[src/displayPkg.sv]
// Seven-segment display types, BCD digit type, digit count and segment patterns
package displayPkg;

  // ----------------------------------------
  // Display sizes and types
  // ----------------------------------------
  localparam int digitCount = 4; // Ones, tens, hundreds, thousands

  typedef logic [3:0] bcd_t;  // One decimal digit
  typedef logic [6:0] seg_t;  // Segments g..a, active low

  // ----------------------------------------
  // Patterns indexed by digit value
  // ----------------------------------------
  // Codes above 9 give a dark display
  localparam seg_t segTable [16] = '{
    7'b1000000, // 0
    7'b1111001, // 1
    7'b0100100, // 2
    7'b0110000, // 3
    7'b0011001, // 4
    7'b0010010, // 5
    7'b0000010, // 6
    7'b1111000, // 7
    7'b0000000, // 8
    7'b0010000, // 9
    7'b1111111, // Blank
    7'b1111111,
    7'b1111111,
    7'b1111111,
    7'b1111111,
    7'b1111111
  };

endpackage

[src/uptimeDisplay.sv]
// uptimeDisplay module: seconds divider, four-digit BCD counter and segment decode
`timescale 1ns/1ps

module uptimeDisplay import displayPkg::*; #(
  parameter int ticksPerSecond = 50_000_000
) (
  input  logic OSC_50,
  input  logic KEY,
  output seg_t hex0,
  output seg_t hex1,
  output seg_t hex2,
  output seg_t hex3
);

  localparam int tickWidth = $clog2(ticksPerSecond + 1);

  logic [tickWidth-1:0] tickCnt;
  logic secondWrap;            // Last cycle of the second
  bcd_t digits    [digitCount]; // Index 0 is ones
  bcd_t digitNext [digitCount];

  // ----------------------------------------
  // Seconds divider
  // ----------------------------------------
  assign secondWrap = (tickCnt == tickWidth'(ticksPerSecond - 1));

  always_ff @(posedge OSC_50 or negedge KEY)
  begin
    if (!KEY)
      tickCnt <= '0;
    else if (secondWrap)
      tickCnt <= '0;
    else
      tickCnt <= tickCnt + 1'b1;
  end

  // ----------------------------------------
  // BCD ripple carry
  // ----------------------------------------
  always_comb
  begin
    logic carryIn;
    carryIn = secondWrap;
    for (int i = 0; i < digitCount; i++)
    begin
      digitNext[i] = digits[i];
      if (carryIn)
      begin
        if (digits[i] == bcd_t'(9))
          digitNext[i] = '0;              // Roll over, carry goes on
        else
        begin
          digitNext[i] = digits[i] + 1'b1;
          carryIn = 1'b0;                 // Carry absorbed here
        end
      end
    end
  end

  always_ff @(posedge OSC_50 or negedge KEY)
  begin
    if (!KEY)
    begin
      for (int i = 0; i < digitCount; i++)
        digits[i] <= '0;
    end
    else
      digits <= digitNext; // Whole count moves on the wrap edge
  end

  // Segment decode
  assign hex0 = segTable[digits[0]];
  assign hex1 = segTable[digits[1]];
  assign hex2 = segTable[digits[2]];
  assign hex3 = segTable[digits[3]];

  // Every digit stays decimal across all seconds
  for (genvar g = 0; g < digitCount; g++)
  begin : digitCheck
    digitDecimal: assert property (@(posedge OSC_50) disable iff (!KEY)
      digits[g] <= bcd_t'(9));
  end

endmodule

[config.mk]
export PLATFORM = sky130hd
export DESIGN_NAME = uptimeDisplay
export DESIGN_NICKNAME = d
export VERILOG_FILES = /design/src/displayPkg.sv /design/src/uptimeDisplay.sv
export SDC_FILE = /design/constraint.sdc
export NUM_CORES = 1
export LEC_CHECK = 0
export BUFFER_PORTS_ARGS = -buffer_cell sky130_fd_sc_hd__buf_2
export CAP_MARGIN = 15
export CORE_MARGIN = 2
export CORE_UTILIZATION = 64
export CTS_CLUSTER_SIZE = 28
export DETAILED_ROUTE_END_ITERATION = 16
export GPL_TIMING_DRIVEN = 1
export PLACE_DENSITY = 0.95
export SLEW_MARGIN = 15
export SYNTH_ARGS = -nofsm -noshare
export SYNTH_HDL_FRONTEND = slang
export SYNTH_SLANG_ARGS = --single-unit
[constraint.sdc]
create_clock -name OSC_50 -period 4.3 [get_ports OSC_50]
set_input_delay 0.215 -clock OSC_50 [delete_from_list [all_inputs] [get_ports OSC_50]]
set_output_delay 0.215 -clock OSC_50 [all_outputs]
set_load 0.03 [all_outputs]
# After elaboration in Yosys (flattened, before gate mapping)
# Memories as Yosys holds them, arrays and structs flattened.
# Cells that the tools add are included.
# totals
register_bits	42
rom_bits	448
input_bits	2
out_inout_bits	28
word_cells	46
memories	4
# memory_table
name	depth	word_bits	read_ports	rd_ports_with_merged_regs	write_ports	line_no	rtl
(no name shown)	16	7	1	0	0	uptimeDisplay.sv:75	assign hex3 = segTable[digits[3]];
(no name shown)	16	7	1	0	0	uptimeDisplay.sv:74	assign hex2 = segTable[digits[2]];
(no name shown)	16	7	1	0	0	uptimeDisplay.sv:73	assign hex1 = segTable[digits[1]];
(no name shown)	16	7	1	0	0	uptimeDisplay.sv:72	assign hex0 = segTable[digits[0]];
# op_classes
add_sub_neg	5
magnitude_cmp	4
n_eq_ne	5
mux	19
bitwise_logic	4
# op_table
cell	n
7-bit 2-to-1 mux	8
26-bit by 1-bit adder with 26-bit output (second input constant)	1
26-bit equality test (second input constant)	1
26-bit 2-to-1 mux	1
5-bit greater-or-equal comparator (second input constant)	4
4-bit inverter with 5-bit output	4
4-bit by 1-bit adder with 4-bit output (second input constant)	4
4-bit equality test (second input constant)	4
4-bit 2-to-1 mux	4
1-bit 2-to-1 mux	6

# Longest topological paths before layout
# Gate-level depths: netlist of run 1.
# depth
word_depth	5
ltp_mapped	7
ltp_nobuf	6

# Worst setup path before layout of run 1
# Ideal clock, no wire load.
# synth_path
kind	reg-to-reg
start	register digits[13] (netlist bit)
end	register digits[2] (netlist bit)
setup_ps	125
arrival_ps	1776
required_time_ps	4175
slack_ps	2399
path_stages_with_launch	8
path_buffers	1
period_less_slack_ps	1901
cell_sequence	dfrtp_1 > inv_1 > ha_1 > and3b_1 > nand4_1 > clkbuf_1 > nor3_1 > mux2_2
# synth_between
elab_chain_cells	5
# synth_lines
item	line_no	rtl
start: declaration	uptimeDisplay.sv:19	bcd_t digits [digitCount];
start signal: assignment	uptimeDisplay.sv:68	digits <= digitNext;
4-bit equality test	uptimeDisplay.sv:49	if (digits[i] == bcd_t'(9))
1-bit 2-to-1 mux	uptimeDisplay.sv:49	
1-bit 2-to-1 mux (3 in a row)	uptimeDisplay.sv:47	if (carryIn)
# No other way between the ends.
# A chain may end at the register's enable or synchronous reset.

# Final worst setup path of run 1
# layout_path
start	register tickCnt[10]
end	register digits[13] (netlist bit)
# layout_between
elab_chain_cells	1
# layout_lines
item	line_no	rtl
start: declaration	uptimeDisplay.sv:17	logic [tickWidth-1:0] tickCnt;
start signal: assignment	uptimeDisplay.sv:34	tickCnt <= tickCnt + 1'b1;
26-bit equality test	uptimeDisplay.sv:25	assign secondWrap = (tickCnt == tickWidth'(ticksPerSecond - 1));
# No other way between the ends.

==> flow_metrics.py, run 1 <==
metrics = {
    "critical_path": {
        "crit_arrival_ns": 3.14,
        "worstPathMaxFanout": 18,
        "rr_worst_depth": 4,
        "cpPeakStageDelay_ns": 1.10,
        "crit_start": "tickCnt[10]",
        "startpoint_type": "flop",
        "critPathSlowestCell": "nor3_2",
        "cp_cell_sequence": "nor4b_1 > nand4_1 > nor3_2 > mux2i_1",
        "crit-reg2reg-launch": "tickCnt[10]",
        "critPathKind": "reg -> reg",
        "worstSetupEndpointType": "flop",
        "critPathRequiredTime_ns": 4.52,
    },
    "drt": {
        "wirelength_mm": 6.25,
        "avgRoutedWirePerCell_um": 15.3,
        "dr.pass1.iters": 4,
        "viasPerCell": 6.31,
        "vias": 2579,
        "drc": 0,
        "drt_iter0_markers": 274,
        "postRouteAntennaNets": 0,
    },
    "cts": {
        "numCtsBuffers": 5,
        "clk_path_buf_depth": 2,
        "cts_setup_buffers": 0,
        "cts_tree": "yes",
        "clk_latency_ns": 0.29,
        "cts_hold_buf": 0,
        "clk_pin_slew_ns": 0.08,
        "cts_root_buf": "clkbuf_8",
        "cts_resized": 0,
        "numClockSinks": 42,
        "h-tree-depth": 2,
    },
    "timing": {
        "skew_ns": 0.00560,
        "slew_headroom_pct": 28.0,
        "max_freq_mhz": 342,
        "setup_violations": 0,
        "hold_viol_final": 0,
        "period_minus_slack_ns": 2.92,
        "finalSetupTns_ns": 0,
        "fin_ws_ns": 1.38,
        "worst_pin_slew_ns": 1.07,
        "post-route-period-util_pct": 67.9,
        "rsz0062_at_grt": "no",
        "slew_violations": 0,
    },
    "job": {
        "drv_cap": 0,
    },
    "power": {
        "p_leak_nw": 1.41,
        "power_density_nw_per_um2": 213,
        "peakVddDrop_uv": 188,
        "p_total_mw": 0.663,
    },
    "finish": {
        "nFillCells": 301,
        "final_common_cell": "dfrtp_1",
        "final_cell_mix": "dfrtp_1, nor2_1, nand2_1, buf_2, a21oi_1",
        "multi_input_area_um2": 1690,
        "n_antenna_cell": 0,
        "layout-drive-gt1-share_pct": 14.6,
        "syn_to_final_growth_pct": 7.05,
        "seq_area_um2": 1050,
        "fin_util_pct": 71.6,
        "nets": 379,
        "design_area_um2": 3120,
    },
    "floorplanning": {
        "start_util_pct": 66.8,
        "die_height_um": 71.4,
        "die_w_um": 71.4,
        "core-area_um2": 4350,
        "num_rows": 24,
        "pin_count": 30,
        "fp.dieArea_um2": 5100,
    },
    "grt": {
        "gr-usage-met1_pct": 34.3,
        "busiest_layer": "met2",
        "use_met3_pct": 5.49,
        "grt_max_degree": 43,
        "overflow": 0,
        "grt_pass1_vias": 2452,
        "grt_use_total_pct": 26.4,
        "grt_first_pass_wirelength_mm": 10.9,
        "antenna_found_initial": 0,
        "grtUsageMet2_pct": 44.2,
    },
    "synth": {
        "synth_top_area_share_pct": 36.1,
        "syn_area_um2": 2910,
        "ys_seq_area_share_pct": 36.1,
        "synth-seq-cells": 42,
        "synth_top_area_cell": "dfrtp_1",
        "synth_area_per_cell_um2": 8.66,
        "ys_types": 43,
        "synth_warnings": 0,
        "ys_top_cells_by_area": "dfrtp_1, ha_1, a21oi_1",
        "syn-num-nets": 359,
        "syn_inst": 336,
    },
    "outcome": {
        "status": "completed",
    },
    "place": {
        "portBuffers": 29,
        "placed_area_um2": 3020,
        "gp_congestion": 0.846,
        "hpwl_mm": 4.32,
        "pre_cts_slack_ns": 1.46,
    },
    "worst_hold_path": {
        "holdCritPathClass": "in -> async",
    },
}
==> registers in the layout, summed over array words and instances, names as in the netlist <==
register and count:
digits 16, tickCnt 26
==> cells in the mapped netlist, drive strengths merged <==
library cell / number
dfrtp: 42
nand2: 29
nor2: 29
a21oi: 28
o21ai: 22
ha: 21
inv: 19
nand3: 13
clkbuf: 12
nand4: 12
nor3: 12
xnor2: 10
o31ai: 8
mux2i: 7
or2: 7
or4: 7
xor2: 7
a31oi: 6
mux2: 5
nand2b: 5
and4: 4
buf: 4
and3: 3
and3b: 3
and2: 2
nand4b: 2
nor2b: 2
nor4: 2
o211ai: 2
o41ai: 2
or3: 2
a21boi: 1
a22oi: 1
a2bb2oi: 1
clkinv: 1
nand3b: 1
nor4b: 1
nor4bb: 1
==> final cells by class <==
class	count	area share (%)
Tap cell	52	2.09
Sequential cell	42	33.7
Clock inverter	1	0.161
Timing Repair Buffer	29	4.66
Clock buffer	7	2.77
Multi-Input combinational cell	258	54.2
Inverter	20	2.41
==> logic make-up (layout without fill, tap and decap cells) <==
logic type                 Yosys count  after routing  share of synthesized area, %
and+or+nand+nor                    137            137                          25.6
AOI/OAI and AO/OA                   71             71                          13.9
DFF                                 42             42                          36.1
buffers and inverters               36             57                          5.89
adders and majority gates           21             21                          9.03
xor gates and xnor gates            17             17                          5.12
muxes                               12             12                          4.34
==> where the power goes <==
part	switching (mW)	leakage, nW	total, mW	internal [mW]
clock	0.132	0.0482	0.261	0.130
combinational	0.00728	0.793	0.00761	0.000329
sequential	0	0.573	0.395	0.395
==> metal layers <==
metal	wire (µm)	up-vias	share of wire, %
met5	0	-	0
met4	85	0	1.4
met3	334	12	5.3
met2	3150	100	50
met1	2680	1231	43
li1	-	1236	-
==> stage by stage <==
step,std cells,hold slack [ns]
global route,409,0.132
detailed placement,401,0.401
floorplan,336,-0.0806
CTS,409,0.0895
global placement,401,0.391
finish,409,0.0515
==> path summary, 6_finish.rpt <==
path / slack (ns) / end
worst max-delay path: 1.38 / digits[13]
worst min-delay path: 0.05 / tickCnt[0]
worst max register to register: 1.38 / digits[13]
worst min register to register: 0.48 / tickCnt[0]
max in group asynchronous: 3.68 / digits[14]
min in group OSC_50: 0.48 / tickCnt[0]
==> worst max-delay path, delay by kind of cell, from the launching register on <==
kind | cells | cell delay [ns]
mux | 1 | 0.26
simple gates | 3 | 2.14
flops | 1 | 0.45
No activity file was read; power rests on OpenSTA's default activity.
==> run 2: changes to the inputs <==
Settings changed: CORE_UTILIZATION 64 to 54, PLACE_DENSITY 0.95 to 0.87.
Clock period 4.3 ns to 2.35 ns, I/O delays scaled along.
==> run 2 against run 1 <==
  * Worst hold slack gained 0.41 ns
  * Worst setup slack worse by 1.1 ns
  * Largest power group unchanged
  * Count of clock-buffer cells in the layout shrank 2
  * Largest cell class unchanged
  * Total power grew 83%
  * Sequential share of layout area shrank 0.65 points
  * First-iteration DRC count down 31%
  * Register-to-register slack got worse by 1.1 ns
  * Cell count increased by 5.6%
==> flow_metrics.py, run 2 (same netlist as run 1, synthesis figures left out) <==
metrics = {
    "drt": {
        "postRouteAntennaNets": 0,
        "drt_iter0_markers": 190,
        "drc": 0,
        "wirelength_mm": 5.99,
        "vias": 2486,
        "avgRoutedWirePerCell_um": 13.9,
        "viasPerCell": 5.75,
        "dr.pass1.iters": 4,
    },
    "critical_path": {
        "startpoint_type": "flop",
        "critPathRequiredTime_ns": 2.23,
        "crit_arrival_ns": 1.96,
        "worstPathMaxFanout": 7,
        "worstSetupEndpointType": "output port",
        "critPathKind": "reg -> out",
    },
    "job": {
        "drv_cap": 0,
    },
    "power": {
        "peakVddDrop_uv": 230,
        "p_leak_nw": 1.43,
        "power_density_nw_per_um2": 381,
        "p_total_mw": 1.21,
    },
    "floorplanning": {
        "die_height_um": 77.4,
        "fp.dieArea_um2": 5990,
        "num_rows": 26,
        "pin_count": 30,
        "core-area_um2": 5140,
        "start_util_pct": 56.6,
        "die_w_um": 77.4,
    },
    "worst_hold_path": {
        "holdCritPathClass": "reg -> reg",
    },
    "cts": {
        "numCtsBuffers": 5,
        "numClockSinks": 42,
        "cts_hold_buf": 1,
        "cts_tree": "yes",
        "h-tree-depth": 2,
        "cts_root_buf": "clkbuf_8",
        "cts_setup_buffers": 0,
        "clk_latency_ns": 0.30,
        "clk_pin_slew_ns": 0.08,
        "clk_path_buf_depth": 2,
        "cts_resized": 0,
    },
    "timing": {
        "post-route-period-util_pct": 88.3,
        "skew_ns": 0.00938,
        "worst_pin_slew_ns": 0.923,
        "hold_viol_final": 0,
        "rsz0062_at_grt": "no",
        "period_minus_slack_ns": 2.07,
        "max_freq_mhz": 482,
        "slew_violations": 0,
        "setup_violations": 0,
        "finalSetupTns_ns": 0,
        "slew_headroom_pct": 38.5,
    },
    "grt": {
        "grt_max_degree": 43,
        "overflow": 0,
        "grt_first_pass_wirelength_mm": 10.8,
        "grt_pass1_vias": 2423,
        "antenna_found_initial": 0,
        "grt_use_total_pct": 21.7,
    },
    "place": {
        "placed_area_um2": 3080,
        "portBuffers": 29,
        "gp_congestion": 0.845,
        "dp_cells": 423,
        "hpwl_mm": 4.33,
    },
    "finish": {
        "layout-drive-gt1-share_pct": 15.7,
        "fin_util_pct": 61.8,
        "final_cell_mix": "dfrtp_1, nor2_1, nand2_1, buf_2, a21oi_1",
        "syn_to_final_growth_pct": 9.16,
        "design_area_um2": 3180,
        "largest_reg_flops": 26,
        "largest_register": "tickCnt",
        "final_common_cell": "dfrtp_1",
        "n_antenna_cell": 0,
        "nets": 384,
        "largestRegisters": "tickCnt: 26 flops, digits: 16 flops",
        "layout.cells.non_filler": 432,
    },
    "outcome": {
        "status": "completed",
    },
}
run 2: cell type report:
| cell class | instances | area (µm²) |
|---|---|---|
| inverter | 20 | 75.1 |
| multi-input combinational | 258 | 1690 |
| clock buffer | 5 | 68.8 |
| sequential | 42 | 1050 |
| tap | 70 | 87.6 |
| timing repair buffer | 34 | 185 |
| clock inverter | 3 | 21.3 |
| fill | 481 | 1960 |
run 2: final timing paths:
check                           start           to  slack (ns)  cells past startpoint
min reg2reg                tickCnt[0]   tickCnt[0]        0.46                      1
min in group asynchronous         KEY   tickCnt[4]        0.49                      2
max reg2reg                digits[13]    digits[7]        0.32                      7
max in group asynchronous         KEY  tickCnt[23]        1.28                      2
min                        tickCnt[0]   tickCnt[0]        0.46                      1
max                         digits[5]      hex2[3]        0.28                      6
run 2: routing by layer:
metal	routed length [µm]	up-vias	global-route usage, %	part of all wire [%]
met4	53	0	5.18	0.89
li1	-	1239	-	-
met1	2870	1204	28.0	48
met3	174	5	4.19	2.9
met5	0	-	0	0
met2	2890	38	37.6	48
run 2: power by group:
group | total [mW] | switching, mW | internal, mW
sequential | 0.722 | 0 | 0.722
clock | 0.474 | 0.265 | 0.209
combinational | 0.0152 | 0.0135 | 0.00165
run 2: per-stage QoR:
step	hold WS (ns)	setup slack, ns
2_1_floorplan	-0.178	0.449
3_3_place_gp	0.297	0.461
3_5_place_dp	0.310	0.330
4_1_cts	0.458	0.301
5_1_grt	0.491	0.134
6_report	0.458	0.275
run 2: critical path, cell delays in order (launching register included):
cell	delay (ns)
dfrtp_1	0.48
inv_1	0.17
ha_1	0.24
or2_2	0.28
a21oi_1	0.23
a21oi_1	0.08
buf_2	0.19
