**config.mk**
```make
export PLATFORM = sky130hd
export DESIGN_NAME = lumaCapture_flat
export DESIGN_NICKNAME = d
export VERILOG_FILES = /design/src/videoPkg.sv /design/src/pixelIf.sv /design/src/lumaCapture.sv /design/src/flat_wrapper.sv
export SDC_FILE = /design/constraint.sdc
export NUM_CORES = 1
export LEC_CHECK = 0
export BUFFER_PORTS_ARGS = -buffer_cell sky130_fd_sc_hd__buf_2
export CORE_MARGIN = 5
export CORE_UTILIZATION = 53
export DETAILED_ROUTE_END_ITERATION = 8
export GPL_ROUTABILITY_DRIVEN = 0
export PLACE_DENSITY = 0.8
export SETUP_SLACK_MARGIN = 0.15
export SLEW_MARGIN = 20
export SYNTH_ARGS = -nofsm -noshare
export SYNTH_HDL_FRONTEND = slang
export SYNTH_SLANG_ARGS = --single-unit
```
**constraint.sdc**
```tcl
create_clock -name OSC_50 -period 2.15 [get_ports OSC_50]
set_clock_uncertainty 0.05 [all_clocks]
set_input_delay 0.1075 -clock OSC_50 [delete_from_list [all_inputs] [get_ports OSC_50]]
set_output_delay 0.1075 -clock OSC_50 [all_outputs]
set_load 0.02 [all_outputs]
```
**src/videoPkg.sv**
```systemverilog
// Video channel widths, luma and position types, pixel region kinds
package videoPkg;

  // ----------------------------------------
  // Widths
  // ----------------------------------------
  localparam int colorWidth = 10; // One RGB channel
  localparam int lumaWidth  = 10; // Gray sample
  localparam int posWidth   = 11; // Covers 2047 columns or rows

  // ----------------------------------------
  // Sample and position types
  // ----------------------------------------
  typedef logic [lumaWidth-1:0] luma_t;
  typedef logic [posWidth-1:0]  pos_t;

  // Full white after binarization
  localparam luma_t lumaMax = '1;

  // ----------------------------------------
  // Pixel treatment in the output stage
  // ----------------------------------------
  // Gray outside the corner region, binary inside it
  typedef enum logic {
    pixGray,   // Luma passes unchanged
    pixBinary  // Luma forced to white or black
  } pixKind_e;

endpackage

```
**src/pixelIf.sv**
```systemverilog
// pixelIf interface: one luma pixel with its position, src and dst modports
`timescale 1ns/1ps

interface pixelIf import videoPkg::*; ();

  logic  valid; // Pixel present this cycle, no stall
  luma_t luma;  // Gray sample
  pos_t  x;     // Column within the line
  pos_t  y;     // Line within the frame

  // Producing stage
  modport src (
    output valid,
    output luma,
    output x,
    output y
  );

  // Consuming stage
  modport dst (
    input valid,
    input luma,
    input x,
    input y
  );

endinterface

```
**src/lumaCapture.sv**
```systemverilog
// lumaCapture module: pixel position counters and RGB to luma shift sum
`timescale 1ns/1ps

module lumaCapture import videoPkg::*; #(
  parameter int lineWidth = 640
) (
  input  logic                  OSC_50,
  input  logic                  KEY,
  input  logic                  pixValid,
  input  logic                  lineStart,
  input  logic                  frameStart,
  input  logic [colorWidth-1:0] red,
  input  logic [colorWidth-1:0] green,
  input  logic [colorWidth-1:0] blue,
  pixelIf.src                   pixOut
);

  pos_t  xCnt, yCnt; // Position of the next pixel
  pos_t  xCur, yCur; // Position of the pixel at the input now
  luma_t lumaSum;

  // Quarter red, half green, eighth blue, at most 893
  assign lumaSum = luma_t'(red >> 2) + luma_t'(green >> 1) + luma_t'(blue >> 3);

  // ----------------------------------------
  // Position of the incoming pixel
  // ----------------------------------------
  always_comb
  begin
    xCur = lineStart ? '0 : xCnt; // Marker pixel is column 0
    if (frameStart)
      yCur = '0;
    else if (lineStart)
      yCur = yCnt + 1'b1; // New line
    else
      yCur = yCnt;
  end

  always_ff @(posedge OSC_50 or negedge KEY)
  begin
    if (!KEY)
    begin
      xCnt <= '0;
      yCnt <= '0;
    end
    else if (pixValid)
    begin
      // Column wraps at the line length so it never leaves the buffer range
      xCnt <= (xCur == pos_t'(lineWidth - 1)) ? '0 : xCur + 1'b1;
      yCnt <= yCur;
    end
  end

  // ----------------------------------------
  // Output register
  // ----------------------------------------
  always_ff @(posedge OSC_50 or negedge KEY)
  begin
    if (!KEY)
      pixOut.valid <= 1'b0;
    else
      pixOut.valid <= pixValid;
  end

  always_ff @(posedge OSC_50)
  begin
    if (pixValid)
    begin
      pixOut.luma <= lumaSum;
      pixOut.x    <= xCur;
      pixOut.y    <= yCur;
    end
  end

  // Line and frame markers ride on a real pixel
  markerOnPixel: assert property (@(posedge OSC_50) disable iff (!KEY)
    (lineStart || frameStart) |-> pixValid);

endmodule

```
**src/flat_wrapper.sv**
```systemverilog
// flat-port wrapper written by rule: the top's interface ports become plain ports
module lumaCapture_flat import videoPkg::*;
#(
  parameter int lineWidth = 640
)
  (OSC_50, KEY, pixValid, lineStart, frameStart, red, green, blue, pixOut_valid, pixOut_luma, pixOut_x, pixOut_y);
  pixelIf pixOut_i ();
  input  logic OSC_50;
  input  logic KEY;
  input  logic pixValid;
  input  logic lineStart;
  input  logic frameStart;
  input  logic [colorWidth-1:0] red;
  input  logic [colorWidth-1:0] green;
  input  logic [colorWidth-1:0] blue;
  output wire logic [$bits(pixOut_i.valid)-1:0] pixOut_valid;
  output wire logic [$bits(pixOut_i.luma)-1:0] pixOut_luma;
  output wire logic [$bits(pixOut_i.x)-1:0] pixOut_x;
  output wire logic [$bits(pixOut_i.y)-1:0] pixOut_y;
  assign pixOut_valid = pixOut_i.valid;
  assign pixOut_luma = pixOut_i.luma;
  assign pixOut_x = pixOut_i.x;
  assign pixOut_y = pixOut_i.y;
  lumaCapture #(.lineWidth(lineWidth)) u_core (.OSC_50(OSC_50), .KEY(KEY), .pixValid(pixValid), .lineStart(lineStart), .frameStart(frameStart), .red(red), .green(green), .blue(blue), .pixOut(pixOut_i));
endmodule
```
==> Word level (Yosys, flattened, before mapping) <==
Cells that the tools add are included.
{ "totals": {"register_bits": 55, "input_bits": 35, "word_cells": 15} }
{ "op_classes": {"add_sub_neg": 4, "n_eq_ne": 1, "muxes": 4} }
{ "op_table": {"columns": ["operator", "count"], "rows": [
  ["11-bit 2-to-1 mux", 4],
  ["11-bit by 1-bit adder with 11-bit output (second input constant)", 2],
  ["11-bit by 10-bit equality test with 1-bit output (second input constant)", 1],
  ["10-bit by 7-bit adder with 10-bit output", 1],
  ["8-bit by 9-bit adder with 10-bit output", 1]
]} }

==> Longest topological paths before layout <==
Gate-level depths: netlist of the first run.
{ "logic_depth": {"depth_word": 3, "depth_mapped": 11, "depth_no_buf": 11} }

==> Worst setup path after synthesis of the first run <==
Ideal clock, no wire load.
{ "synth_path": {"kind": "input to register", "from": "input red[3]", "to": "register u_core.pixOut.luma[7] (data pin)", "setup_time_ns": 0.262, "t_arrival_ns": 1.789, "required_time_ns": 1.838, "path_slack_ns": 0.050, "path_stages": 9, "path_cell_list": "fa_1 > ha_1 > inv_1 > fa_1 > nor2b_1 > o21ai_0 > a21oi_1 > a211oi_1 > xnor2_1"} }
{ "synth_via": {"elab_chain_len": 2} }
{ "synth_rtl": {"columns": ["item", "line_no", "source"], "rows": [
  ["start, declared", "flat_wrapper.sv:13", "input logic [colorWidth-1:0] red;"],
  ["8-bit by 9-bit adder with 10-bit output", "lumaCapture.sv:23", "assign lumaSum = luma_t'(red >> 2) + luma_t'(green >> 1) + luma_t'(blue >> 3);"],
  ["10-bit by 7-bit adder with 10-bit output", "lumaCapture.sv:23", null],
  ["net u_core.lumaSum[7]", "lumaCapture.sv:20", "luma_t lumaSum;"],
  ["end signal, assigned", "lumaCapture.sv:69", "pixOut.luma <= lumaSum;"],
  ["end, declared", "pixelIf.sv:14", "output luma,"]
]} }
The timed path passes the listed nets, and every way through them passes these cells.
A chain may end at the register's enable or synchronous reset.

==> Worst setup path in the final report of the first run <==
{ "layout_path": {"from": "input blue[4]", "to": "register u_core.pixOut.luma[7] (data pin)"} }
{ "layout_via": {"elab_chain_len": 1} }
{ "layout_rtl": {"columns": ["item", "line_no", "source"], "rows": [
  ["start, declared", "flat_wrapper.sv:15", "input logic [colorWidth-1:0] blue;"],
  ["10-bit by 7-bit adder with 10-bit output", "lumaCapture.sv:23", null],
  ["net u_core.lumaSum[7]", "lumaCapture.sv:20", null]
]} }
The timed path passes the listed nets, and every way through them passes these cells.

==> metrics.txt, run 1 <==
Max transition margin=0.578; Critical R2R Launch=u_core.xCnt[0]; root buffer cell=clkbuf_8; P_sw=about 0.68 mW; Hold Path Stages=2; cell area after synthesis=2820 um2; maximum VDD drop=0.000401 V; Reg power frac=0.539; antenna violations before repair=0; critical path launch point type=input pin; final core utilization=0.649; CTS Sinks=55; routed vias/inst=5.26; #FFs+latches synth=between 50 and 60; TritonCTS clock tree=done; CP endpoint kind=register; R2R Path End=u_core.xCnt[5]; I/O Pins=68; final instance area=between 3000 and 4000 um2; TritonRoute pass-1 iters=4; hold endpoint=u_core.xCnt[4]; Inserted Diodes=0; Worst Reg-to-Reg Cells=7; antenna-violating nets left=0; cell taking the most area after synthesis=edfxtp_1; Hold Path Class=input pin to register; fin. max-slew vios=0; number of enable flip-flop cells after synthesis=32; Pint=approximately 1.7 mW; clk_lat worst skew=300 ps; layout cells sized above 1=0.300; syn_nets=roughly 290; first-pass GRT wire length=~8800 um; RSZ-0062 raised after global routing=true; DR WL met2=2630 um; CP Data Arrival Time=between 1500 and 2000 ps; placed cell area=3210 um2; Crit. Startpoint=blue[4]; Final nets=353; status=finished clean; initial detailed-routing violation count=145; Sw Share=0.287; Area Growth Syn to Fin=18.3%; number of fill cells=between 400 and 500; Max Cap Violations=0; Comb pwr share=0.231; H-tree depth=2; WL met1=2150 um; Reg area=1540 um2; fmax=0.507 GHz; Most used DFF post-synth=edfxtp_1; Core Region=5140 um2; synth cell count leaders=32 x edfxtp_1, 23 x dfrtp_1, 19 x nor2_1, 13 x inv_1, 12 x nor2b_1; Final Power=2.36 mW; DP HPWL=3760 um; WS Path Type=input pin to register; final hold slack=61.9 ps; cts bufs inserted=5; chip width=between 80 and 90 um; static leakage=1.49 nW; DR WL/cell=14.1 um; Hold Crit Start=lineStart; PwrDens=708 nW/um2; row count=26; Synth area leaders=edfxtp_1 34%, dfrtp_1 20%, fa_1 5.7%, ha_1 4.9%, xnor2_1 2.8%; Slew @ Worst Pin=633 ps; count leader, synth=edfxtp_1; DRT Wirelength=5220 um; Unique masters post-synth=40; All-Layer GR Usage=0.156; data required time of the critical path=2160 ps; clock share of power=0.230; post-synthesis sequential area ratio=0.545; ys async rst share=0.418; die area=roughly 7000 um2; met3 WL post-DR=about 370 um; critical path fanouts, max=2; DRC viols=0; Chip Height=82.9 um; GRT overflow=0; initial core utilization=0.548; Ys Warns=0; Final Hold Fails=0; largest net degree at the start of global routing=31; synthesized area per cell=approximately 12 um2; Finish-stage setup viols=0; IO Port Bufs=around 60; area of the multi-input gates=1210 um2; top-area cell type share of the netlist area=0.341; Fin Setup TNS=0 ps; Bufs on Longest Clock Path=2; vias in the first global route=between 1500 and 2000; min Tclk post-route=about 2000 ps; fin crit share=0.917; Max Used Layer=met4; r2r setup slk=350 ps; Synth Instances=232; Reg clk slew, reported paths=90 ps; via count=1947
==> worst max path at each step <==
stage | to | cells past startpoint
after detailed placement | u_core.pixOut.luma[7] | 10
after global routing | u_core.pixOut.luma[7] | 10
after floorplan | u_core.pixOut.luma[7] | 9
after global placement | u_core.pixOut.luma[7] | 10
after CTS | u_core.pixOut.luma[7] | 10
final | u_core.pixOut.luma[7] | 10
==> layer usage <==
metal,vias to the layer above,GRT usage
met5,-,0
met3,8,0.0545
met4,0,0.0520
met1,920,0.183
li1,967,-
met2,52,0.266
==> power groups by stage <==
stage,logic [mW],registers [mW],clock network [mW]
6_report,0.545,1.27,0.544
4_1_cts,0.529,1.27,0.556
3_3_place_gp,0.507,1.29,0
5_1_grt,0.606,1.28,0.607
2_1_floorplan,0.244,1.39,0
3_5_place_dp,0.528,1.29,0
==> metrics by stage <==
step / setup WS, ps / cells
after global routing: 115 / 370
final: 178 / 370
after floorplan: 140 / 232
after CTS: 161 / 369
after detailed placement: -162 / 360
after global placement: -43.5 / 360
==> placed cells by master (no fill, tap or decap), types with 8 or more instances in the layout <==
cell,instances
nor2b_1,11
ha_1,9
a21oi_1,8
and3_1,9
inv_1,13
xnor2_1,9
nor2_1,19
edfxtp_1,32
buf_2,61
dfrtp_1,23
nand2_1,9
==> registers in the layout, indices dropped and copies added, names as in the netlist <==
register,count
u_core.pixOut.luma,10
u_core.pixOut.valid,1
u_core.pixOut.x,11
u_core.pixOut.y,11
u_core.xCnt,11
u_core.yCnt,11
==> cell type report <==
cell class | count | area share
inverters | 13 | 0.0146
clock buffers | 7 | 0.0229
clock inverters | 1 | 0.00150
multi-input cells | 155 | 0.364
flip-flops and latches | 55 | 0.461
well taps | 70 | 0.0263
repair buffers | 69 | 0.110
==> critical path, stage by stage <==
cell and delay [ps]:
buf_2 110, fa_1 560, ha_2 190, inv_1 50, fa_2 340, nor2b_2 130, o21ai_2 70, a21oi_2 200
a211oi_1 90, xnor2_1 130
==> what timing repair did <==
action,CTS,global route
hold buffers,1,0
hold endpoints to repair,23,0
resized for setup,0,7
setup endpoints to repair,0,4
buffers inserted,0,1
==> cell families after synthesis <==
logic type / Yosys count / share of synthesized area
buffers and inverters: 22 / 0.0342
XOR/XNOR: 16 / 0.0497
AND/OR/NAND/NOR: 75 / 0.140
adder cells (fa/ha/maj): 19 / 0.106
AO/OA/AOI/OAI: 34 / 0.0830
multiplexers: 11 / 0.0417
flip-flops: 55 / 0.545
No activity file was read; power rests on OpenSTA's default activity.
==> run 2, diff against run 1 <==
- SETUP_SLACK_MARGIN: 0.15 -> 0.2
==> run 2 against run 1 <==
  * Setup slack improved by 82 ps
  * Core utilization shrank 0.073 points
  * Die area unchanged
  * Final area shrank 0.11%
  * Combinational power is 4.4% lower
  * Critical path depth did not move
  * Total power down 0.83%
  * First-iteration DRC count grew 10%
  * Global-route usage is 0.49 points lower
  * Wire length down 6.2%
  * Sequential power hardly changed
  * Largest cell class unchanged
==> metrics.txt, run 2 (synthesis gave the netlist of run 1 again) <==
Core Region=5140 um2; Worst Reg-to-Reg Cells=7; CP endpoint kind=register; die area=6870 um2; root buffer cell=clkbuf_8; IO Port Bufs=61; number of fill cells=432; static leakage=1.50 nW; Sw Share=0.283; fmax=0.529 GHz; Comb pwr share=0.223; final core utilization=0.648; Final nets=354; DR WL/cell=13.2 um; Critical R2R Launch=u_core.xCnt[1]; Bufs on Longest Clock Path=2; R2R Path End=u_core.xCnt[5]; Post-Place Worst Slack=-77.4 ps; min Tclk post-route=1890 ps; clk_lat worst skew=310 ps; Finish-stage setup viols=0; Fin Setup TNS=0 ps; Reg clk slew, reported paths=90 ps; cts bufs inserted=5; area of the multi-input gates=1200 um2; H-tree depth=2; final instance area=3330 um2; hold endpoint=u_core.pixOut.x[2]; GRT overflow=0; fin cells=371; Reg power frac=0.544; chip width=around 83 um; Final Hold Fails=0; commonest non-fill, non-tap cell in the layout=buf_2; Inserted Diodes=0; leading cell types in the layout, fill and taps excluded=61 x buf_2, 32 x edfxtp_1, 23 x dfrtp_1; Hold Path Class=input pin to register; WS Path Type=input pin to register; maximum VDD drop=0.000355 V; Chip Height=82.9 um; initial core utilization=0.548; initial detailed-routing violation count=160; vias in the first global route=approximately 2000; Reg area=1540 um2; critical path launch point type=input pin; CTS Sinks=55; Hold Crit Start=lineStart; P_sw=0.662 mW; Final Power=2.34 mW; Slew @ Worst Pin=577 ps; Final WS setup=~260 ps; status=finished clean; Area Growth Syn to Fin=18.2%; row count=26; Max transition margin=0.615; I/O Pins=68; final hold slack=138 ps; CP Data Arrival Time=1900 ps; post-CTS setup buffer count=0; placed cell area=3230 um2; critical path fanouts, max=2; DRC viols=0; layout cells sized above 1=0.289; data required time of the critical path=2160 ps; PwrDens=702 nW/um2; Hold Path Stages=2; Crit. Startpoint=red[3]; RSZ-0062 raised after global routing=false; TritonRoute pass-1 iters=4; DRT Wirelength=4900 um; largest net degree at the start of global routing=29; clock share of power=0.233; antenna violations before repair=0; DP Cell Count=roughly 360; antenna-violating nets left=0; fin. max-slew vios=0; DP HPWL=3770 um; r2r setup slk=340 ps; routed vias/inst=5.28; fin crit share=0.879; first-pass GRT wire length=roughly 8600 um; Pint=1.68 mW; via count=between 1500 and 2000; Max Cap Violations=0; All-Layer GR Usage=0.151; TritonCTS clock tree=done
run 2: worst max path at each step:
stage                     depth (start not counted)  slack, ps                    end
final                                            10        260  u_core.pixOut.luma[7]
after global routing                             10        210  u_core.pixOut.luma[7]
after CTS                                        10        260  u_core.pixOut.luma[7]
after detailed placement                         10        -80  u_core.pixOut.luma[7]
after global placement                           10        -40  u_core.pixOut.luma[7]
after floorplan                                   9        140  u_core.pixOut.luma[7]
run 2: what timing repair did:
| action | in CTS | in global routing |
|---|---|---|
| hold buffers | 1 | 0 |
| endpoints found under the setup margin | 0 | 2 |
| gates resized for setup | 0 | 2 |
| endpoints found under the hold margin | 23 | 0 |
run 2: critical path, cell delays in order:
cell	delay, ps
buf_2	110
fa_1	530
ha_1	160
inv_1	50
fa_2	340
nor2b_1	120
o21ai_1	80
a21oi_1	190
a211oi_1	90
xnor2_1	130
run 2: layout make-up:
class / instances / share of cell area
sequential: 55 / 0.461
multi-input combinational: 155 / 0.360
timing repair buffer: 70 / 0.113
tap: 70 / 0.0263
clock buffer: 6 / 0.0218
inverter: 13 / 0.0147
clock inverter: 2 / 0.00376
run 2: metal layers:
metal  global-route usage  vias up  part of all wire
met2                0.262       49              0.50
met4               0.0609        0             0.020
met1                0.173      935              0.41
li1                     -      967                 -
met5                    0        -                 0
met3               0.0465        9             0.069
run 2: power groups by stage:
stage          Sequential (mW)  Combinational, mW  Clock [mW]
2_1_floorplan             1.39              0.245           0
3_3_place_gp              1.29              0.511           0
3_5_place_dp              1.29              0.530           0
4_1_cts                   1.27              0.531       0.561
5_1_grt                   1.28              0.584       0.613
6_report                  1.27              0.521       0.545
