--- src/videoPkg.sv ---
// Video channel widths, luma and position types, pixel region kinds
package videoPkg;

  // ----------------------------------------
  // Widths
  // ----------------------------------------
  localparam int colorWidth = 10; // One RGB channel
  localparam int lumaWidth  = 10; // Gray sample
  localparam int posWidth   = 11; // Covers 2047 columns or rows

  // ----------------------------------------
  // Sample and position types
  // ----------------------------------------
  typedef logic [lumaWidth-1:0] luma_t;
  typedef logic [posWidth-1:0]  pos_t;

  // Full white after binarization
  localparam luma_t lumaMax = '1;

  // ----------------------------------------
  // Pixel treatment in the output stage
  // ----------------------------------------
  // Gray outside the corner region, binary inside it
  typedef enum logic {
    pixGray,   // Luma passes unchanged
    pixBinary  // Luma forced to white or black
  } pixKind_e;

endpackage

--- src/pixelIf.sv ---
// pixelIf interface: one luma pixel with its position, src and dst modports
`timescale 1ns/1ps

interface pixelIf import videoPkg::*; ();

  logic  valid; // Pixel present this cycle, no stall
  luma_t luma;  // Gray sample
  pos_t  x;     // Column within the line
  pos_t  y;     // Line within the frame

  // Producing stage
  modport src (
    output valid,
    output luma,
    output x,
    output y
  );

  // Consuming stage
  modport dst (
    input valid,
    input luma,
    input x,
    input y
  );

endinterface

--- src/thresholdStage.sv ---
// thresholdStage module: region classification and luma binarization against a threshold
`timescale 1ns/1ps

module thresholdStage import videoPkg::*; #(
  parameter int regionX = 320,
  parameter int regionY = 240
) (
  input  logic  OSC_50,
  input  logic  KEY,
  pixelIf.dst   pixIn,
  input  luma_t threshold,
  output logic  outValid,
  output luma_t outLuma
);

  pixKind_e pixKind;

  // ----------------------------------------
  // Region select
  // ----------------------------------------
  // Lower-right corner, both bounds exclusive
  always_comb
  begin
    if (pixIn.x > pos_t'(regionX) && pixIn.y > pos_t'(regionY))
      pixKind = pixBinary;
    else
      pixKind = pixGray;
  end

  // ----------------------------------------
  // Output register
  // ----------------------------------------
  always_ff @(posedge OSC_50 or negedge KEY)
  begin
    if (!KEY)
      outValid <= 1'b0;
    else
      outValid <= pixIn.valid;
  end

  always_ff @(posedge OSC_50)
  begin
    if (pixIn.valid)
    begin
      case (pixKind)
        pixBinary: outLuma <= (pixIn.luma > threshold) ? lumaMax : '0; // Equal gives black
        default:   outLuma <= pixIn.luma;                             // Gray passthrough
      endcase
    end
  end

endmodule

--- src/flat_wrapper.sv ---
// flat-port wrapper written by rule: the top's interface ports become plain ports
module thresholdStage_flat import videoPkg::*;
#(
  parameter int regionX = 320,
  parameter int regionY = 240
)
  (OSC_50, KEY, threshold, outValid, outLuma, pixIn_valid, pixIn_luma, pixIn_x, pixIn_y);
  pixelIf pixIn_i ();
  input  logic OSC_50;
  input  logic KEY;
  input  luma_t threshold;
  output logic outValid;
  output luma_t outLuma;
  input wire logic [$bits(pixIn_i.valid)-1:0] pixIn_valid;
  input wire logic [$bits(pixIn_i.luma)-1:0] pixIn_luma;
  input wire logic [$bits(pixIn_i.x)-1:0] pixIn_x;
  input wire logic [$bits(pixIn_i.y)-1:0] pixIn_y;
  assign pixIn_i.valid = pixIn_valid;
  assign pixIn_i.luma = pixIn_luma;
  assign pixIn_i.x = pixIn_x;
  assign pixIn_i.y = pixIn_y;
  thresholdStage #(.regionX(regionX), .regionY(regionY)) u_core (.OSC_50(OSC_50), .KEY(KEY), .pixIn(pixIn_i), .threshold(threshold), .outValid(outValid), .outLuma(outLuma));
endmodule
--- config.mk ---
export PLATFORM = sky130hd
export DESIGN_NAME = thresholdStage_flat
export DESIGN_NICKNAME = d
export VERILOG_FILES = /design/src/videoPkg.sv /design/src/pixelIf.sv /design/src/thresholdStage.sv /design/src/flat_wrapper.sv
export SDC_FILE = /design/constraint.sdc
export NUM_CORES = 1
export LEC_CHECK = 0
export ABC_CLOCK_PERIOD_IN_PS = 800
export BUFFER_PORTS_ARGS = -buffer_cell sky130_fd_sc_hd__buf_2
export CAP_MARGIN = 20
export CELL_PAD_IN_SITES_DETAIL_PLACEMENT = 0
export CELL_PAD_IN_SITES_GLOBAL_PLACEMENT = 1
export CORE_ASPECT_RATIO = 1.5
export CORE_UTILIZATION = 28
export DETAILED_ROUTE_END_ITERATION = 6
export GPL_ROUTABILITY_DRIVEN = 0
export PLACE_DENSITY_LB_ADDON = 0.1
export SYNTH_ARGS = -nofsm -noshare
export SYNTH_HDL_FRONTEND = slang
export SYNTH_SLANG_ARGS = --single-unit
export TNS_END_PERCENT = 1
--- constraint.sdc ---
create_clock -name OSC_50 -period 0.8 [get_ports OSC_50]
set_clock_uncertainty 0.2 [all_clocks]
set_input_delay 0.04 -clock OSC_50 [delete_from_list [all_inputs] [get_ports OSC_50]]
set_output_delay 0.04 -clock OSC_50 [all_outputs]
set_load 0.05 [all_outputs]
## Word level (Yosys, flattened, before mapping)

Index checks and enable logic that the tools add are counted.

- Register bits: 11
- Latch bits: 0
- Bits in writable memories: 0
- Memory bits (read-only): 0
- Bits of input ports: 45
- Output and inout port bits: 11
- Logic and storage cells: 9
- Memories kept: 0

- $add $sub $neg: 0
- $mul: 0
- Divide/modulo/power cells: 0
- $lt $le $gt $ge: 3
- Eq/ne operators: 0
- Shift-type cells: 0
- Mux-type cells: 3
- Bitwise operators: 0
- Reduce and logical (&&, ||, !) cells: 1

Operators by type and width:

| cell | number |
|---|---|
| $mux 10 | 2 |
| $gt 11x8->1 const B | 1 |
| $gt 11x9->1 const B | 1 |
| $gt 10x10->1 | 1 |
| $logic_and 1x1->1 | 1 |
| $mux 1 | 1 |

## Logic depth before layout (Yosys ltp)

Gate-level depths: netlist (run 1).

- Depth after elaboration: 4
- Depth in mapped cells: 7
- Mapped depth without buffers: 7

## Worst setup path after synthesis (run 1)

No wires, ideal clock.

- Kind: input port to flip-flop
- Start point: in threshold[9]
- End point: reg u_core.outLuma[0] (data pin)
- Library setup time: 0.254 ns
- Data arrival time: 1.238 ns
- Data required time: 0.346 ns
- Setup slack: -0.891 ns
- Stages: 7
- Buffers on the path: 0
- Path through: inv_1 ha_1 a21oi_1 o21ai_0 nor3_1 a211oi_4 a21o_1

- Cells in the longest elaborated chain, start to end: 3

Ends and longest elaborated chain:

| item | RTL line | RTL |
|---|---|---|
| start, declared | flat_wrapper.sv:11 | `input luma_t threshold;` |
| $gt 10x10->1 | thresholdStage.sv:46 | `pixBinary: outLuma <= (pixIn.luma > threshold) ? lumaMax : '0;` |
| $mux 10 | thresholdStage.sv:46 |  |
| $mux 10 | thresholdStage.sv:45 | `case (pixKind)` |
| end signal, assigned | thresholdStage.sv:46 |  |
| end signal, assigned | thresholdStage.sv:47 | `default: outLuma <= pixIn.luma;` |
| end, declared | thresholdStage.sv:13 | `output luma_t outLuma` |

No other way between the ends.
A chain may end at the register's enable or synchronous reset.

## Worst setup path after layout (run 1)

- Start point: in pixIn_luma[3]
- End point: reg u_core.outLuma[6] (data pin)

- Cells in the longest elaborated chain, start to end: 3

Ends and longest elaborated chain:

| item | RTL line | RTL |
|---|---|---|
| start, declared | flat_wrapper.sv:15 | `input wire logic [$bits(pixIn_i.luma)-1:0] pixIn_luma;` |
| $gt 10x10->1 | thresholdStage.sv:46 |  |
| $mux 10 | thresholdStage.sv:46 |  |
| $mux 10 | thresholdStage.sv:45 |  |

No other way between the ends.

==> results of run 1 <==
## power by group through the flow
| stage | clock, mW | sequential (mW) | combinational, mW |
|---|---|---|---|
| detailed placement | 0 | 0.748 | 0.805 |
| finish | 0.357 | 0.752 | 0.974 |
| global placement | 0 | 0.745 | 0.795 |
| CTS | 0.372 | 0.755 | 0.926 |
| global route | 0.395 | 0.760 | 1.05 |
| floorplan | 0 | 1.00 | 0.277 |
## registers in the layout, indices dropped and copies added (netlist names)
register	flops
u_core.outValid	1
u_core.outLuma	10
## per-stage QoR
stage | instances | setup WS (ps) | TNS [ps] | hold slack (ps) | util (%)
CTS | 174 | -704 | -9760 | -172 | 54.4
detailed placement | 167 | -1040 | -10290 | -385 | 49.2
finish | 174 | -698 | -9580 | -169 | 58.7
floorplan | 68 | -726 | -7690 | -456 | -
global placement | 167 | -1010 | -10090 | -384 | 49.2
global route | 174 | -771 | -10660 | -171 | 58.7
## cells in the mapped netlist, types with 2 or more instances
cell | count | area share [%]
inv_1 | 11 | 5.4
a21o_1 | 10 | 9.9
ha_1 | 10 | 16
nand4_1 | 2 | 1.6
a21oi_1 | 4 | 2.6
edfxtp_1 | 10 | 40
o21ai_0 | 4 | 2.6
nand2_1 | 2 | 0.99
nor3_1 | 3 | 2.0
## cell families (layout without fill, tap and decap cells)
kind of cell               Yosys count  after routing  synth area share [%]
AOI/OAI and AO/OA                   23             23                  24.2
and+or+nand+nor                     12             12                  10.4
buffers and inverters               12             82                  6.09
DFF                                 11             11                  42.8
adders and majority gates           10             10                  16.5
## path summary, 6_finish.rpt
path                               start           endpoint  slack (ps)
worst min-delay path         pixIn_valid    u_core.outValid        -170
worst max-delay path       pixIn_luma[3]  u_core.outLuma[6]        -700
max in group asynchronous            KEY    u_core.outValid         440
min in group asynchronous            KEY    u_core.outValid        -120
## timing repair
| item | CTS | global route |
|---|---|---|
| endpoints found under the setup margin | 21 | 21 |
| gates resized for setup | 25 | 22 |
| pin swaps | 4 | 8 |
| setup buffers | 2 | 0 |
| hold endpoints to repair | 22 | 21 |
## cell type report
cell class / count / area (sq um) / share of cell area [%]
clock buffers: 4 / 26.3 / 1.79
inverters: 11 / 56.3 / 3.83
multi-input cells: 45 / 523 / 35.6
flip-flops and latches: 11 / 325 / 22.1
well taps: 36 / 45.0 / 3.06
repair buffers: 67 / 494 / 33.6
## metal layers
metal  vias to the layer above  wire (um)  global-route usage (%)
met5                         -          0                       0
met3                         2        105                    2.19
met2                        32       1030                    25.6
met4                         0         27                    7.95
met1                       354        597                    11.3
li1                        394          -                       -
==> results.toml, run 1 <==
[timing]
finalCriticalPeriod_ps = 1500
tightest_slew_ps = 302
fmax_mhz = 667
fin_ws_ps = -698
maxSlewHeadroom_pct = 79.7
drv_slew = 0
setup_viol = 21
layout_worst_path_cycle_share_pct = 187
hold_violations = 22
rsz0062_at_grt = "true"
hold_slack_ps = -169

[clock_tree]
hold_buffers = 1
cts_buffer_depth = 2
htree_levels = 1
cts_root_buf = "clkbuf_4"
cts.sinks = 11
cts_tree = "yes"
clk_pin_slew_worst_paths_ps = 60
numCtsBuffers = 3

[place]
dpl.hpwl_mm = 1.53
io_buffers = 55
placed_area_sq_um = 1230

[die]
io_pins = 56
die_y_um = 65.8
die_w_um = 44.5
row_count = 22
core_area_sq_um = 2500
start_util_pct = 30.3
die_area_sq_um = 2930

[worst_setup_path]
path_max_fanout = 5
crit_chain = "buf_8 -> ha_4 -> nand4_1 -> a211oi_2 -> nor3_2 -> a211oi_4 -> buf_6 -> a21o_1"
path_depth = 8
start_kind = "primary input"
worstSetupPathType = "primary input to register"
critPathSlowestCell = "a211oi_2"
critPathCaptureType = "register"
crit_required_ps = 730
cpPeakStageDelay_ps = 270
critPathArrivalTime_ps = 1430
crit_family = "compound AO/OA/AOI/OAI gates"
worst-path-buf-inv = 2

[power]
peakVddDrop_v = 0.000604
switching_share_pct = 34.1
power.leakage_nw = 0.698
p_switching_mw = 0.711
seqPwrFrac_pct = 36.1
power.total_mw = 2.08
power_frac_clock_pct = 17.1
p_int_mw = 1.37
comb_power_share_pct = 46.8
p_per_area_nw_per_um2 = 1420

[outcome]
status = "complete, but fails checks"
violations = "hold timing, setup timing"

[layout]
fin_nets = 194
fillCellCount = 232
layout_commonest_cell = "buf_2"
area_growth_pct = 93.6
layout-drive-gt1-share_pct = 68.1
final_cell_mix = "buf_2 (36), buf_6 (19), a21o_1 (10), buf_4 (10), edfxtp_1 (10)"
final_area_sq_um = 1470
num_antenna_cells = 0

[logic_synthesis]
syn-num-nets = 123
post_synth.cell_area_avg_sq_um = 11.2
netlist_instances = 68
synth_edf_count = 10
async_flop_share_pct = 9.09
ys.flop_type = "edfxtp_1"
synth_cell_types = 21
syn_area_sq_um = 759
synth_warnings = 0
yosysSeqAreaShare_pct = 42.8
ys_ff_latch = 11

[detailed_routing]
first_pass_iters = 4
viasPerCell = 4.49
drtIter0Drc = 4
wl_per_cell_um = 10.1
finalWirelength_mm = 1.76
vias = 782
drc_errors = 0
ant_nets = 0

[grt]
grt_use_total_pct = 13.0
grt_pass1_wl_mm = 2.80
antenna_found_initial = 0
grt_overflow = 0
grt_max_degree = 12
grt_pass1_vias = 761

[job]
maxCapViolCount = 0

[min_path]
hold-path-cell-count = 1
holdCritPathClass = "primary input to register"
No activity file was read; power rests on OpenSTA's default activity.
==> run 2: changes to the inputs <==
REMOVE_ABC_BUFFERS = 1   (was not set)
==> run 2 against run 1 <==
Effect of this change: the run still ends with hold timing, setup timing left; sequential share of layout area is 0.80 points lower; critical path depth is 1 higher; setup slack better by 68 ps; largest cell class is now buffers.
==> results.toml, run 2 (same netlist as run 1, synthesis figures left out) <==
[detailed_routing]
drtIter0Drc = 3
vias = 800
first_pass_iters = 4
ant_nets = 0
wl_per_cell_um = 10.9
finalWirelength_mm = 1.94
viasPerCell = 4.52
drc_errors = 0

[min_path]
holdCritPathClass = "primary input to register"

[power]
seqPwrFrac_pct = 35.4
power.total_mw = 2.13
power.leakage_nw = 0.723
peakVddDrop_v = 0.000526
p_per_area_nw_per_um2 = 1400
switching_share_pct = 33.9
power_frac_clock_pct = 16.7
comb_power_share_pct = 47.9
p_switching_mw = 0.722
p_int_mw = 1.41

[worst_setup_path]
critPathArrivalTime_ps = 1250
worstSetupPathType = "primary input to register"
start_kind = "primary input"
path_max_fanout = 5
crit_required_ps = 610
critPathCaptureType = "register"

[die]
start_util_pct = 30.3
die_area_sq_um = 2930
core_area_sq_um = 2500
die_y_um = 65.8
row_count = 22
io_pins = 56
die_w_um = 44.5

[clock_tree]
cts_tree = "yes"
cts.sinks = 11
hold_buffers = 1
post_cts_buffers = 0
htree_levels = 1
cts_root_buf = "clkbuf_4"
numCtsBuffers = 3
clk_pin_slew_worst_paths_ps = 60
cts_buffer_depth = 2

[layout]
layout-drive-gt1-share_pct = 69.5
final_cells = 177
area_growth_pct = 101
final_cell_mix = "buf_2 (31), buf_6 (26), buf_4 (12)"
largest_reg_flops = 10
num_antenna_cells = 0
top_regs = "u_core.outLuma x10, u_core.outValid x1"
top_register = "u_core.outLuma"
final_area_sq_um = 1530
layout_commonest_cell = "buf_2"
fin_nets = 197

[grt]
grt_overflow = 0
grt_use_total_pct = 14.5
grt_pass1_vias = 789
grt_max_degree = 12
grt_pass1_wl_mm = 3.13
antenna_found_initial = 0

[timing]
hold_slack_ps = -168
hold_violations = 21
drv_slew = 0
fmax_mhz = 699
tightest_slew_ps = 303
finalCriticalPeriod_ps = 1430
layout_worst_path_cycle_share_pct = 179
setup_viol = 21
rsz0062_at_grt = "true"
maxSlewHeadroom_pct = 79.6
fin_ws_ps = -630

[outcome]
status = "complete, but fails checks"
violations = "hold timing, setup timing"

[job]
maxCapViolCount = 0

[place]
io_buffers = 55
pre_cts_slack_ps = -1130
dpl.hpwl_mm = 1.48
placed_area_sq_um = 1190
place_inst = 174
[run 2: worst paths after layout]
kind,start,end,slack [ps],cells after the start
max in group asynchronous,KEY,u_core.outValid,440,2
min in group asynchronous,KEY,u_core.outValid,-130,2
max,threshold[7],u_core.outLuma[9],-630,9
min,pixIn_valid,u_core.outValid,-170,1
[run 2: layer usage]
layer	routed length [um]	global-route usage (%)	up-vias	part of all wire, %
met5	0	0	-	0
met4	34	9.09	0	1.8
met3	127	0.546	2	6.6
met2	1090	28.1	40	56
met1	679	14.2	359	35
li1	-	-	399	-
[run 2: area by class of cell]
cell class              instances  area (sq um)
multi-input cells              45           537
clock buffers                   4          26.3
well taps                      36          45.0
inverters                      11          43.8
fillers                       233           980
repair buffers                 70           548
flip-flops and latches         11           325
[run 2: critical path, stage by stage]
cell and delay, ps:
buf_6 100, inv_4 50, ha_4 210, a21oi_4 160, o21ai_2 80, nor3_2 220
a211oi_4 100, buf_6 140, a21o_1 150
[run 2: power by group through the flow]
stage	Sequential (mW)	Clock [mW]	Combinational, mW
3_3_place_gp	0.745	0	0.774
6_report	0.753	0.356	1.02
5_1_grt	0.761	0.387	1.09
3_5_place_dp	0.748	0	0.781
4_1_cts	0.755	0.372	1.00
2_1_floorplan	1.00	0	0.214
[run 2: what timing repair did]
action / 4_1_cts / 5_1_grt
endpoints found under the setup margin: 21 / 21
pin swaps: 16 / 3
gates resized for setup: 64 / 5
hold endpoints to repair: 22 / 21
[run 2: through the flow]
step                      utilization (%)  setup TNS, ps
after floorplan                         -          -9350
after global placement               47.7         -10950
after detailed placement             47.7         -11270
after CTS                            59.8          -9290
after global routing                 60.9         -10050
final                                60.9          -8870
==> run 3: changes to the inputs <==
ABC_CLOCK_PERIOD_IN_PS = 1700   (was 800)
CORE_UTILIZATION = 30   (was 28)
clock period = 1.7 ns   (was 0.8 ns; I/O delays follow)
==> run 3 against run 2 <==
Effect of this change: the run now ends clean; setup slack gained 730 ps; die area shrank 6.4%; final area shrank 13%; sequential share of layout area grew 3.1 points; clock-buffer cell count is the same; wire length shrank 9.4%; flip-flop and latch count is the same; final cell count shrank 1.1%; critical path type unchanged; critical endpoint is now u_core.outLuma[2]; highest routed layer unchanged.
==> results.toml, run 3 (same netlist as run 1, synthesis figures left out) <==
[outcome]
status = "finished, final reports clean"

[timing]
drv_slew = 0
setup_tns_ps = 0
hold_violations = 0
fmax_mhz = 627
maxSlewHeadroom_pct = 79.0
layout_worst_path_cycle_share_pct = 93.9
setup_viol = 0
rsz0062_at_grt = "false"
finalCriticalPeriod_ps = 1600
tightest_slew_ps = 312

[layout]
final_area_sq_um = 1330
layout-drive-gt1-share_pct = 54.3
fillCellCount = 237
final_cell_mix = "buf_2 (55), buf_4 (15), inv_1 (11)"
final_cells = 175
layout_commonest_cell = "buf_2"
top_register = "u_core.outLuma"
num_antenna_cells = 0
fin_nets = 207
area_growth_pct = 75.3
largest_reg_flops = 10
top_regs = "u_core.outLuma x10, u_core.outValid x1"

[place]
placed_area_sq_um = 1170
dpl.hpwl_mm = 1.53
place_inst = 161
io_buffers = 55

[clock_tree]
cts_buffer_depth = 2
numCtsBuffers = 3
clk_pin_slew_worst_paths_ps = 70
post_cts_buffers = 0
htree_levels = 1
cts_tree = "yes"
cts.sinks = 11
cts_root_buf = "clkbuf_4"

[grt]
grt_pass1_vias = 803
grt_pass1_wl_mm = 2.86
antenna_found_initial = 0
grt_use_total_pct = 13.5
grt_max_degree = 12
grt_overflow = 0

[power]
p_per_area_nw_per_um2 = 681
power.leakage_nw = 0.716
power.total_mw = 0.907
peakVddDrop_v = 0.000285

[detailed_routing]
drtIter0Drc = 13
vias = 836
first_pass_iters = 4
viasPerCell = 4.78
ant_nets = 0
wl_per_cell_um = 10.0
drc_errors = 0
finalWirelength_mm = 1.75

[worst_setup_path]
start_kind = "primary input"
critPathCaptureType = "register"
cpPeakStageDelay_ps = 280
critPathSlowestCell = "ha_1"
worstSetupPathType = "primary input to register"
crit_required_ps = 1640
critPathArrivalTime_ps = 1530
path_max_fanout = 5
worst_path_most_repeated_cell = "buf_4"
crit_chain = "buf_2 -> ha_1 -> nand4_1 -> a211oi_2 -> nor3_1 -> buf_4 -> a211oi_4 -> buf_4 -> a21o_1"

[die]
die_area_sq_um = 2740
die_w_um = 43.1
die_y_um = 63.6
start_util_pct = 31.4
core_area_sq_um = 2420
io_pins = 56
row_count = 22

[job]
maxCapViolCount = 0

[min_path]
worstHoldEndpoint = "u_core.outLuma[5]"
min_from = "pixIn_luma[5]"
hold-path-cell-count = 3
holdCritPathClass = "primary input to register"
==> run 3: cell count changes in the layout (fill, tap and decap cells not counted), moves of 2 or more <==
cell	before	now
buf_2	31	55
buf_4	12	15
buf_6	26	0
dlygate4sd3_1	1	10
ha_1	2	8
ha_4	8	2
inv_1	4	11
inv_2	6	0
o21ai_0	2	4
==> run 3: worst max path at each step <==
stage | slack (ps) | cells after the start | startpoint | end
floorplan | -40 | 7 | threshold[9] | u_core.outLuma[0]
global placement | -230 | 9 | pixIn_luma[9] | u_core.outLuma[4]
detailed placement | -250 | 9 | pixIn_luma[9] | u_core.outLuma[3]
CTS | 30 | 9 | pixIn_luma[9] | u_core.outLuma[0]
global route | 2 | 9 | pixIn_luma[4] | u_core.outLuma[1]
finish | 100 | 9 | pixIn_luma[4] | u_core.outLuma[2]
==> run 3: metal layers <==
metal / track usage [%] / wire length, um / share of wire (%) / vias to the layer above
met2: 26.3 / 1000 / 57 / 41
li1: - / - / - / 419
met4: 10.2 / 35 / 2.0 / 0
met3: 0.860 / 153 / 8.7 / 4
met5: 0 / 0 / 0 / -
met1: 11.8 / 561 / 32 / 372
==> run 3: report_power, final <==
group | internal [mW] | switching (mW) | total [mW]
registers | 0.338 | 0.00725 | 0.346
logic | 0.166 | 0.226 | 0.393
clock network | 0.0906 | 0.0781 | 0.169
==> run 3: per-stage QoR <==
| step | utilization [%] | hold WS (ps) | setup slack, ps |
|---|---|---|---|
| 2_1_floorplan | - | -411 | -36.4 |
| 3_3_place_gp | 48.4 | -339 | -230 |
| 3_5_place_dp | 48.4 | -339 | -253 |
| 4_1_cts | 53.2 | 0.898 | 31.6 |
| 5_1_grt | 55.0 | 7.79 | 1.62 |
| 6_report | 55.0 | 12.6 | 104 |
==> run 3: timing repair <==
| item | 4_1_cts | 5_1_grt |
|---|---|---|
| endpoints found under the hold margin | 18 | 1 |
| setup endpoints to repair | 0 | 10 |
| resized for setup | 0 | 4 |
| hold buffers | 9 | 1 |
==> run 3: critical path: cells and delay by family <==
kind | cells | cell delay, ps
fa+ha+maj | 1 | 280
buf+inv | 3 | 420
compound gates | 3 | 540
simple gates | 2 | 210
==> run 3: layout make-up <==
cell class | count | area (sq um) | share of cell area (%)
clock buffers | 4 | 26.3 | 1.97
repair buffers | 80 | 488 | 36.7
multi-input cells | 45 | 420 | 31.6
flip-flops and latches | 11 | 325 | 24.4
well taps | 24 | 30.0 | 2.26
inverters | 11 | 41.3 | 3.10
